File: src/spi_pkg.sv
package spi_pkg;

  // ~~~~~~~~~~~~~~~~~~~~~~~~~~~~~~~~~~~~~~~~~~~~~~~~~~~~~~~~~~~~~~~~~~~
  // Transfer state of the bus-side register block
  // ~~~~~~~~~~~~~~~~~~~~~~~~~~~~~~~~~~~~~~~~~~~~~~~~~~~~~~~~~~~~~~~~~~~
  typedef enum logic [1:0] {
    ST_IDLE     = 2'b00,  // Ready for a new data write
    ST_BUSY     = 2'b01,  // Byte on the wire
    ST_COMPLETE = 2'b10,  // Received byte waiting to be read
    ST_RELEASE  = 2'b11   // Data read seen, back to idle on a quiet bus cycle
  } spi_state_e;

  // ~~~~~~~~~~~~~~~~~~~~~~~~~~~~~~~~~~~~~~~~~~~~~~~~~~~~~~~~~~~~~~~~~~~
  // Register map, one address bit
  // ~~~~~~~~~~~~~~~~~~~~~~~~~~~~~~~~~~~~~~~~~~~~~~~~~~~~~~~~~~~~~~~~~~~
  typedef enum logic {
    REG_DATA = 1'b0,  // Transmit byte on write, received byte on read
    REG_CTRL = 1'b1   // Selects, config, itd and status flags
  } spi_reg_e;

  // Bit positions inside the config byte
  localparam int CONF_CPHA = 0;  // Clock phase
  localparam int CONF_CPOL = 1;  // Clock idle level

  // Chip selects come out of reset with the low four deasserted high
  localparam logic [7:0] SELECTS_RESET = 8'h0F;

endpackage

File: src/spi_master.sv
module spi_master #(
  parameter int clk_freq  = 50_000_000,
  parameter int sclk_freq = 6_250_000
) (
  input  logic              clk,
  input  logic              rst_n,
  input  logic              miso,
  output logic              mosi,
  output logic              sclk,
  output logic [7:0]        selects,
  output logic [1:0]        itd,
  input  logic              wp_n,
  input  logic [3:0]        be,
  input  logic [31:0]       data_in,
  output logic [31:0]       data_out,
  input  logic              read,
  input  logic              write,
  input  spi_pkg::spi_reg_e address
);

  import spi_pkg::*;

  spi_state_e  state;
  logic [7:0]  conf;
  logic [7:0]  tx_byte;
  logic [7:0]  rx_byte;
  logic [7:0]  xcvr_rx;
  logic        start;
  logic        done;
  logic        data_wr;
  logic        ctrl_wr;
  logic        data_rd;
  logic        tx_load;
  logic        rx_load;
  logic [31:0] ctrl_word;

  // ~~~~~~~~~~~~~~~~~~~~~~~~~~~~~~~~~~~~~~~~~~~~~~~~~~~~~~~~~~~~~~~~~~~
  // Bus decode
  // ~~~~~~~~~~~~~~~~~~~~~~~~~~~~~~~~~~~~~~~~~~~~~~~~~~~~~~~~~~~~~~~~~~~

  assign data_wr = write && (address == REG_DATA);
  assign ctrl_wr = write && (address == REG_CTRL);
  assign data_rd = read && (address == REG_DATA);
  assign tx_load = data_wr && be[0] && (state == ST_IDLE);  // Writes outside idle drop out here
  assign rx_load = done && (state == ST_BUSY);

  // Status flags sit in the low bits of the control word
  assign ctrl_word = {selects, conf, 11'h000, itd, ~wp_n,
                      (state != ST_BUSY), (state == ST_COMPLETE)};

  always_comb begin
    data_out = 32'h0000_0000;  // Bus is zero when not being read
    if (read) begin
      case (address)
        REG_DATA: data_out = {24'h00_0000, rx_byte};
        REG_CTRL: data_out = ctrl_word;
        default:  data_out = 32'h0000_0000;
      endcase
    end
  end

  // ~~~~~~~~~~~~~~~~~~~~~~~~~~~~~~~~~~~~~~~~~~~~~~~~~~~~~~~~~~~~~~~~~~~
  // Control registers and transfer FSM
  // ~~~~~~~~~~~~~~~~~~~~~~~~~~~~~~~~~~~~~~~~~~~~~~~~~~~~~~~~~~~~~~~~~~~

  always_ff @(posedge clk or negedge rst_n) begin
    if (!rst_n) begin
      selects <= SELECTS_RESET;
      conf    <= 8'h00;
      itd     <= 2'b00;
      start   <= 1'b0;
      state   <= ST_IDLE;
    end else begin
      start <= 1'b0;
      if (ctrl_wr) begin
        if (be[3]) selects <= data_in[31:24];
        if (be[2]) conf <= data_in[23:16];
        if (be[0]) itd <= data_in[1:0];
      end
      case (state)
        ST_IDLE: begin
          if (tx_load) begin
            state <= ST_BUSY;
            start <= 1'b1;  // Transceiver sees the byte register one cycle later
          end
        end
        ST_BUSY: begin
          if (done) state <= ST_COMPLETE;
        end
        ST_COMPLETE: begin
          if (data_rd) state <= ST_RELEASE;  // Reading the byte clears receive-ready
        end
        ST_RELEASE: begin
          if (!read && !write) state <= ST_IDLE;
        end
        default: state <= ST_IDLE;
      endcase
    end
  end

  always_ff @(posedge clk) begin
    if (tx_load) tx_byte <= data_in[7:0];
    if (rx_load) rx_byte <= xcvr_rx;
  end

  spi_xcvr #(
    .clk_freq  (clk_freq),
    .sclk_freq (sclk_freq)
  ) u_xcvr (
    .clk     (clk),
    .rst_n   (rst_n),
    .conf    (conf),
    .start   (start),
    .tx_byte (tx_byte),
    .rx_byte (xcvr_rx),
    .done    (done),
    .miso    (miso),
    .mosi    (mosi),
    .sclk    (sclk)
  );

  // A done from the transceiver belongs to the byte this FSM started
  a_done_in_busy : assert property (
    @(posedge clk) disable iff (!rst_n)
    done |-> (state == ST_BUSY)
  );

  a_strobes_exclusive : assert property (
    @(posedge clk) disable iff (!rst_n)
    !(read && write)
  );

endmodule

File: src/spi_periph_top.sv
module spi_periph_top #(
  parameter int clk_freq  = 50_000_000,  // System clock
  parameter int sclk_freq = 6_250_000    // Serial clock, half period of 4 clk cycles
) (
  input  logic              clk,
  input  logic              rst_n,
  input  logic              miso,
  output logic              mosi,
  output logic              sclk,
  output logic [7:0]        selects,
  output logic [1:0]        itd,
  input  logic              wp_n,
  input  logic [3:0]        be,
  input  logic [31:0]       data_in,
  output logic [31:0]       data_out,
  input  logic              read,
  input  logic              write,
  input  spi_pkg::spi_reg_e address
);

  // ~~~~~~~~~~~~~~~~~~~~~~~~~~~~~~~~~~~~~~~~~~~~~~~~~~~~~~~~~~~~~~~~~~~
  // SPI master peripheral
  // ~~~~~~~~~~~~~~~~~~~~~~~~~~~~~~~~~~~~~~~~~~~~~~~~~~~~~~~~~~~~~~~~~~~

  spi_master #(
    .clk_freq  (clk_freq),
    .sclk_freq (sclk_freq)
  ) u_master (
    .clk      (clk),
    .rst_n    (rst_n),
    .miso     (miso),
    .mosi     (mosi),
    .sclk     (sclk),
    .selects  (selects),
    .itd      (itd),      // Backlight and data/command lines
    .wp_n     (wp_n),
    .be       (be),
    .data_in  (data_in),
    .data_out (data_out),
    .read     (read),
    .write    (write),
    .address  (address)
  );

endmodule

File: src/spi_sclk_gen.sv
module spi_sclk_gen #(
  parameter int clk_freq  = 50_000_000,
  parameter int sclk_freq = 6_250_000
) (
  input  logic clk,
  input  logic rst_n,
  input  logic run,
  input  logic cpol,
  output logic sclk,
  output logic lead_edge,
  output logic trail_edge
);

  // Number of clk cycles per half period of the serial clock
  localparam int half_period = clk_freq / (2 * sclk_freq);
  localparam int cnt_w       = (half_period > 1) ? $clog2(half_period) : 1;
  localparam logic [cnt_w-1:0] cnt_last = cnt_w'(half_period - 1);

  logic [cnt_w-1:0] cnt;
  logic             phase;
  logic             tick;

  // ~~~~~~~~~~~~~~~~~~~~~~~~~~~~~~~~~~~~~~~~~~~~~~~~~~~~~~~~~~~~~~~~~~~
  // Half-period counter and phase toggle
  // ~~~~~~~~~~~~~~~~~~~~~~~~~~~~~~~~~~~~~~~~~~~~~~~~~~~~~~~~~~~~~~~~~~~

  assign tick = run && (cnt == cnt_last);  // Phase flips on this clk edge

  always_ff @(posedge clk or negedge rst_n) begin
    if (!rst_n) begin
      cnt   <= '0;
      phase <= 1'b0;
    end else if (!run) begin
      cnt   <= '0;  // Each transfer starts a full half period before the first edge
      phase <= 1'b0;
    end else if (tick) begin
      cnt   <= '0;
      phase <= ~phase;
    end else begin
      cnt <= cnt + 1'b1;
    end
  end

  // ~~~~~~~~~~~~~~~~~~~~~~~~~~~~~~~~~~~~~~~~~~~~~~~~~~~~~~~~~~~~~~~~~~~
  // Outputs
  // ~~~~~~~~~~~~~~~~~~~~~~~~~~~~~~~~~~~~~~~~~~~~~~~~~~~~~~~~~~~~~~~~~~~

  // The strobes mark the clk edge on which sclk changes, so the
  // transceiver acts in step with the pin
  assign lead_edge  = tick && !phase;  // Away from the idle level
  assign trail_edge = tick && phase;   // Back to the idle level

  assign sclk = phase ^ cpol;  // Phase is 0 when idle, so sclk rests at cpol

  // Run only drops on a trailing edge, which leaves sclk at its idle level
  a_idle_at_cpol : assert property (
    @(posedge clk) disable iff (!rst_n)
    !run |-> (sclk == cpol)
  );

endmodule

File: src/spi_xcvr.sv
module spi_xcvr #(
  parameter int clk_freq  = 50_000_000,
  parameter int sclk_freq = 6_250_000
) (
  input  logic       clk,
  input  logic       rst_n,
  input  logic [7:0] conf,
  input  logic       start,
  input  logic [7:0] tx_byte,
  output logic [7:0] rx_byte,
  output logic       done,
  input  logic       miso,
  output logic       mosi,
  output logic       sclk
);

  import spi_pkg::*;

  logic       run;
  logic       lead_edge;
  logic       trail_edge;
  logic       cpha;
  logic       shift_edge;
  logic       sample_edge;
  logic       accept;
  logic [7:0] tx_sr;
  logic [7:0] rx_sr;
  logic [2:0] bit_cnt;
  logic       mosi_q;

  spi_sclk_gen #(
    .clk_freq  (clk_freq),
    .sclk_freq (sclk_freq)
  ) u_sclk_gen (
    .clk        (clk),
    .rst_n      (rst_n),
    .run        (run),
    .cpol       (conf[CONF_CPOL]),
    .sclk       (sclk),
    .lead_edge  (lead_edge),
    .trail_edge (trail_edge)
  );

  // ~~~~~~~~~~~~~~~~~~~~~~~~~~~~~~~~~~~~~~~~~~~~~~~~~~~~~~~~~~~~~~~~~~~
  // Mode decode
  // ~~~~~~~~~~~~~~~~~~~~~~~~~~~~~~~~~~~~~~~~~~~~~~~~~~~~~~~~~~~~~~~~~~~

  assign cpha        = conf[CONF_CPHA];
  assign shift_edge  = cpha ? lead_edge : trail_edge;   // Edge that moves mosi
  assign sample_edge = cpha ? trail_edge : lead_edge;   // Edge that captures miso
  assign accept      = start && !run;                   // A start during a byte is dropped

  // ~~~~~~~~~~~~~~~~~~~~~~~~~~~~~~~~~~~~~~~~~~~~~~~~~~~~~~~~~~~~~~~~~~~
  // Bit sequencing
  // ~~~~~~~~~~~~~~~~~~~~~~~~~~~~~~~~~~~~~~~~~~~~~~~~~~~~~~~~~~~~~~~~~~~

  always_ff @(posedge clk or negedge rst_n) begin
    if (!rst_n) begin
      run     <= 1'b0;
      bit_cnt <= '0;
      done    <= 1'b0;
      mosi_q  <= 1'b0;
    end else begin
      done <= 1'b0;
      if (accept) begin
        run     <= 1'b1;
        bit_cnt <= '0;
        if (!cpha) begin
          mosi_q <= tx_byte[7];  // MSB must be on the pin before the first lead edge
        end
      end else if (run) begin
        if (shift_edge) begin
          mosi_q <= tx_sr[7];
        end
        // Every bit ends on a trail edge, the eighth one closes the byte
        if (trail_edge) begin
          bit_cnt <= bit_cnt + 3'd1;
          if (bit_cnt == 3'd7) begin
            run  <= 1'b0;
            done <= 1'b1;
          end
        end
      end
    end
  end

  // ~~~~~~~~~~~~~~~~~~~~~~~~~~~~~~~~~~~~~~~~~~~~~~~~~~~~~~~~~~~~~~~~~~~
  // Shift registers
  // ~~~~~~~~~~~~~~~~~~~~~~~~~~~~~~~~~~~~~~~~~~~~~~~~~~~~~~~~~~~~~~~~~~~

  always_ff @(posedge clk) begin
    if (accept) begin
      // With cpha 0 the MSB is already on mosi, so it leaves the register now
      tx_sr <= cpha ? tx_byte : {tx_byte[6:0], 1'b0};
    end else if (run) begin
      if (shift_edge) begin
        tx_sr <= {tx_sr[6:0], 1'b0};
      end
      if (sample_edge) begin
        rx_sr <= {rx_sr[6:0], miso};  // MSB first
      end
    end
  end

  assign rx_byte = rx_sr;  // Holds after the last sample until the next start
  assign mosi    = mosi_q;

  // The master only issues start from idle, never over a running byte
  a_start_when_idle : assert property (
    @(posedge clk) disable iff (!rst_n)
    start |-> !run
  );

endmodule

File: config.mk
export PLATFORM = sky130hd
export DESIGN_NAME = spi_periph_top
export DESIGN_NICKNAME = d
export VERILOG_FILES = /design/src/spi_pkg.sv /design/src/spi_master.sv /design/src/spi_periph_top.sv /design/src/spi_sclk_gen.sv /design/src/spi_xcvr.sv
export SDC_FILE = /design/constraint.sdc
export NUM_CORES = 1
export LEC_CHECK = 0
export BUFFER_PORTS_ARGS = -buffer_cell sky130_fd_sc_hd__buf_2
export CORE_ASPECT_RATIO = 1.25
export CORE_MARGIN = 2
export CORE_UTILIZATION = 51
export DETAILED_ROUTE_END_ITERATION = 10
export PLACE_DENSITY = 0.79
export SETUP_SLACK_MARGIN = 0.5
export SLEW_MARGIN = 20
export SYNTH_ARGS = -nofsm -noshare
export SYNTH_HDL_FRONTEND = slang
export SYNTH_HIERARCHICAL = 1
export SYNTH_SLANG_ARGS = --single-unit
File: constraint.sdc
create_clock -name clk -period 1.87 [get_ports clk]
set_input_delay 0.187 -clock clk [delete_from_list [all_inputs] [get_ports clk]]
set_output_delay 0.187 -clock clk [all_outputs]
set_load 0.03 [all_outputs]
---- Yosys cells after proc, flatten, opt, wreduce, memory -nomap -nowiden ----
Index checks and enable logic that the tools add are counted.
Widths: inputs -> output; s select.
cells by class
  $add $sub $neg .......................... 2
  equal/unequal tests ..................... 12
  multiplexer cells ....................... 34
  bitwise logic cells ..................... 5
  reduce and logical (&&, ||, !) cells .... 27
operators by type and width
  kind                 count
  $pmux 32 s2          1
  $mux 32              1
  $mux 8               4
  $mux 1               18
  $mux 2               6
  $logic_and 1x1->1    11
  $ne 2x1->1 const B   5
  $reduce_and 2->1     5
  $mux 3               3
  $pmux 2 s4           1
  $eq 2x2->1 const B   3
  $reduce_and 3->1     2
  $reduce_bool 2->1    3
  $logic_not 1->1      4
  $ne 2x2->1 const B   2
  $not 1->1            4
  $reduce_and 4->1     1
  $add 3x1->3 const B  1
  $eq 3x3->1 const B   1
  $add 2x1->2 const B  1
  $eq 2x1->1 const B   1
  $logic_not 2->1      1
  $xor 1x1->1          1
word-level totals
  register bits after elaboration ......... 62
  input port bits ......................... 43
  output and inout port bits .............. 44
  logic and storage cells ................. 95

---- Logic depth before layout (Yosys ltp) ----
  word-level depth ........................ 7
  depth in mapped cells ................... 6
  depth with buffers taken out ............ 6

---- Hierarchy ----
The synthesis kept the hierarchy.
by module, submodules not included
  module        times used  cells an instance  area an instance (um^2)  sequential area each (um^2)
  spi_master    1           128                1734.2                   1011.0
  spi_xcvr      1           72                 984.7                    630.6
  spi_sclk_gen  1           12                 143.9                    75.1

---- Least setup slack after synthesis ----
No wires, ideal clock.
  path kind ............................... register to register
  start ................................... register u_master.u_xcvr.u_sclk_gen.cnt[0]
  end ..................................... register u_master.u_xcvr.tx_sr[0] (enable)
  setup time .............................. 0.297 ns
  arrival ................................. 1.366 ns
  required time ........................... 1.573 ns
  slack ................................... 0.207 ns
  cell stages (with the launch flop) ...... 6
  path buffers ............................ 0
  period minus slack after synthesis ...... 1.663 ns
  path through ............................ dfrtp_1 > ha_1 > and3_2 > mux2_2 > nand2_1 > nand2_1
between the ends
  longest elaborated chain between the ends .. 6
  elaborated cells on any way between the ends .. 7
  classes of those cells .................. eq/ne: 1; mux: 1; reduce/logical: 5
ends and longest elaborated chain
  element                             line                source
  start: declaration                  spi_sclk_gen.sv:19  logic [cnt_w-1:0] cnt;
  start signal: assignment            spi_sclk_gen.sv:40  cnt <= cnt + 1'b1;
  $eq 2x2->1                          spi_sclk_gen.sv:27  assign tick = run && (cnt == cnt_last);
  $logic_and 1x1->1                   spi_sclk_gen.sv:27
  $logic_and 1x1->1                   spi_sclk_gen.sv:51  assign trail_edge = tick && phase;
  via u_master.u_xcvr.trail_edge      spi_xcvr.sv:21      logic trail_edge;
  $mux 1                              spi_xcvr.sv:49      assign shift_edge = cpha ? lead_edge : trail_edge;
  $reduce_bool 2->1 (no source line)  --
  $reduce_and 2->1 (no source line)   --
  end signal: assignment              spi_xcvr.sv:94      tx_sr <= cpha ? tx_byte : {tx_byte[6:0], 1'b0};
  end signal: assignment              spi_xcvr.sv:97      tx_sr <= {tx_sr[6:0], 1'b0};
  end: declaration                    spi_xcvr.sv:26      logic [7:0] tx_sr;
The timed path passes the listed nets, and every way through them passes these cells.
A chain may end at the register's enable or synchronous reset.

---- Worst setup path in the final report ----
  start ................................... register u_master.state[1]
  end ..................................... output data_out[1]
between the ends
  longest elaborated chain between the ends .. 3
ends and longest elaborated chain
  element                   line                  source
  start: declaration        spi_master.sv:23      spi_state_e state;
  start signal: assignment  spi_master.sv:72      state <= ST_IDLE;
  start signal: assignment  spi_master.sv:83      state <= ST_BUSY;
  start signal: assignment  spi_master.sv:88      if (done) state <= ST_COMPLETE;
  $ne 2x1->1                spi_master.sv:49      (state != ST_BUSY), (state == ST_COMPLETE)};
  $pmux 32 s2               spi_master.sv:54      case (address)
  $mux 32                   spi_master.sv:53      if (read) begin
  end: declaration          spi_periph_top.sv:15  output logic [31:0] data_out,
Every way passes these cells. The select of a mux whose other input is x is not followed.

==> metrics.cfg <==
[route]
top_layer=met4
drtAntennaViolNets=0
met2RoutedLength_mm=3.19
drt-pass1-iter-count=4
wl_met1_mm=2.44
vias=1943
wl_per_cell_um=16.1
vias_per_cell=5.27
drt_wl_total_mm=5.96
drcViolationCount=0
dr_wl_met3_um=278
drtIter0Drc=77

[sta]
relSlewSlack_pct=54.0
tightest_slew_ns=0.690
finalSetupViolCount=0
tns_ns=0
skew_ns=0.00906
drv_slew=0
fmax_ghz=0.620
rsz0062_at_grt=yes
final_hold_viol_count=0
fin_crit_sh_pct=86.3
finalCriticalPeriod_ns=1.61
setup_ws_ns=0.256

[logic_synthesis]
syn_area_per_cell_um2=13.5
synthAdderAreaFrac_pct=3.50
synthTopCellsByArea=edfxtp_1 (34%), dfrtp_1 (23%), mux2_2 (8.3%)
synth-warning-count=6
synth_seq_cells=62
synth_cells=212
synth_top_area_share_pct=33.6
yosys.area_share.xor_xnor_pct=0.612
synth_ff_type=edfxtp_1
yosysTopAreaCell=edfxtp_1
synth_mux_area_share_pct=12.5
synth_edf_count=32
async_flop_share_pct=48.4
ys_seq_area_share_pct=60.0
synth_cell_types=40
synth_top_family_by_area=simple AND/OR/NAND/NOR gates
synth_compound_area_share_pct=5.64
syn-cell-area_mm2=0.00286
yosys.area_share.simple_pct=12.7

[setup_path]
critPathCaptureType=primary output
reg2reg_slack_ns=0.34
path_delay_family=flip-flops
crit_required_ns=1.68
crit_arrival_ns=1.43
start_kind=register
crit_chain=inv_4, ha_4, mux2i_1, and2_1, buf_6
cp_num_buf_inv=2
worstRegToRegCells=6
r2r_end=u_master/state[0]
worstSetupPathType=reg -> out
critPathMaxStageDelay_ns=0.46
worstPathMaxFanout=6
timing.critical_path.slowest_stage_cell=dfrtp_2
rr_startpoint=u_master/state[1]

[power_and_ir_drop]
p_sw_share_pct=33.5
power.switching_w=0.00152
power_frac_seq_pct=42.0
power_density_mw_per_mm2=1220
vdd.ir_drop.worst_uv=698
p_leak_nw=1.73
power.share.clock_pct=23.2
intPower_w=0.00303
combPwrFrac_pct=34.8

[floorplan]
core_mm2=0.00544
fp.dieW_um=71.0
dieArea_mm2=0.00623
fp-row-count=30
ios=87
chipHeight_um=87.8
initial_core_util_pct=52.6

[cells_and_area]
utilization_pct=68.4
diodes=0
multi_input_area_mm2=0.00120
num-fill-cells=388
drive_above_1_share_pct=51.1
nNetsFinal=351
fin_cells=369
register_area_mm2=0.00172
area_growth_pct=30.1

[worst_hold_path]
hp-start=data_in[5]
min_path_cells=1
min_path_type=in -> reg
whs_endpoint=u_master/tx_byte[5]

[clocking]
cts_htree_levels=3
clk_latency_ns=0.33
root_buffer=clkbuf_8
clkSlewWorstSetupHoldPaths_ns=0.07
numCtsBuffers=9
cts.sinks=62
cts_tree=yes
cts_max_path_buffers=2

[global_route]
grt_pass1_vias=1917
grt_pass1_wl_mm=9.43
grtUsageTotal_pct=20.0
grt_max_degree=31
gr-total-overflow=0
antenna_found_initial=0

[placed_design]
gp_congestion=0.770
place_ws_ns=0.215
numPlacedInstances=337
dp_hpwl_mm=3.79
port_buffers=69

[job]
drv_cap=0

[run_status]
run_status=complete, no violations

## cell families after synthesis
kind of cell,Yosys count
AOI/OAI and AO/OA,23
xor gates and xnor gates,2
adders and majority gates,8
buffers and inverters,23
DFF,62
muxes,33
other,1
and+or+nand+nor,60
## through the flow
stage	hold slack (ns)	total power, W	instance area, um2
6_report	0.0295	0.00455	3720
5_1_grt	0.0128	0.00483	3720
4_1_cts	0.0188	0.00447	3650
3_5_place_dp	0.259	0.00312	3260
3_3_place_gp	0.260	0.00307	3260
2_1_floorplan	-0.109	0.00281	2940
## sequential cells by signal, indices dropped and copies added (netlist names)
register	count
u_master/u_xcvr/rx_byte	8
u_master/state	2
u_master/selects	8
u_master/itd	2
u_master/tx_byte	8
u_master/rx_byte	8
u_master/u_xcvr/u_sclk_gen/cnt	2
u_master/u_xcvr/bit_cnt	3
u_master/u_xcvr/u_sclk_gen/phase	1
u_master/start	1
u_master/conf	8
u_master/u_xcvr/mosi	1
u_master/u_xcvr/tx_sr	8
u_master/u_xcvr/done	1
u_master/u_xcvr/run	1
## worst max path at each step
| stage | start | endpoint | slack [ns] | cells past startpoint |
|---|---|---|---|---|
| after global placement | u_master/u_xcvr/u_sclk_gen/cnt[0] | u_master/u_xcvr/rx_byte[7] | 0.31 | 4 |
| after CTS | u_master/state[1] | data_out[1] | 0.25 | 5 |
| after global routing | u_master/state[1] | data_out[1] | 0.19 | 5 |
| final | u_master/state[1] | data_out[1] | 0.26 | 5 |
| after detailed placement | u_master/u_xcvr/u_sclk_gen/cnt[0] | u_master/u_xcvr/rx_byte[7] | 0.21 | 4 |
| after floorplan | u_master/u_xcvr/u_sclk_gen/cnt[0] | u_master/u_xcvr/rx_byte[0] | 0.45 | 4 |
## final cells by class
cell class	count	area share, %
Clock buffer	13	4.30
Timing Repair Buffer	85	13.9
Tap cell	64	2.15
Clock inverter	3	0.437
Multi-Input combinational cell	136	32.2
Inverter	6	0.739
Sequential cell	62	46.3
## cell usage in the layout, fill, tap and decap left out, types with 3 or more instances in the layout
| master | count |
|---|---|
| buf_2 | 58 |
| edfxtp_1 | 32 |
| dfrtp_1 | 21 |
| buf_4 | 18 |
| mux2_2 | 18 |
| and3_1 | 17 |
| mux2i_1 | 11 |
| nand2_1 | 10 |
| clkbuf_8 | 9 |
| o21ai_0 | 9 |
| conb_1 | 8 |
| buf_6 | 6 |
| and2_1 | 6 |
| dfrtp_2 | 5 |
| nor2b_1 | 4 |
| dfstp_2 | 4 |
| clkbuf_1 | 3 |
| inv_4 | 3 |
| inv_1 | 3 |
| ha_1 | 3 |
| ha_4 | 3 |
| mux2_4 | 3 |
| nor2_1 | 3 |
| a21oi_1 | 3 |
## synthesized netlist by cell type, types with 3 or more instances
library cell	n
inv_1	6
ha_1	8
mux2i_1	12
nor2_1	5
buf_2	3
and3_1	17
buf_4	8
nand2_1	12
clkbuf_1	3
buf_6	3
edfxtp_1	32
mux2_2	21
dfstp_2	4
nor2b_1	7
a21oi_1	3
dfrtp_1	26
o21ai_0	9
and2_1	7
## per-layer routing
layer	vias to the layer above	global-route usage, %
li1	923	-
met1	956	25.2
met2	60	33.4
met3	4	4.49
met4	0	8.58
met5	-	0
## repair_timing
action	in CTS	in global routing
setup buffers	9	4
hold buffers	1	0
pin swaps	7	2
gates cloned	1	1
gates resized for setup	35	12
endpoints found under the hold margin	26	0
setup endpoints to repair	49	49
## power by group through the flow
stage	registers [W]	logic, W	clock network (W)
5_1_grt	0.00194	0.00174	0.00115
3_3_place_gp	0.00189	0.00117	0
2_1_floorplan	0.00197	0.000846	0
4_1_cts	0.00190	0.00149	0.00108
6_report	0.00191	0.00158	0.00106
3_5_place_dp	0.00191	0.00121	0
Power figures use the tool's default switching activity.
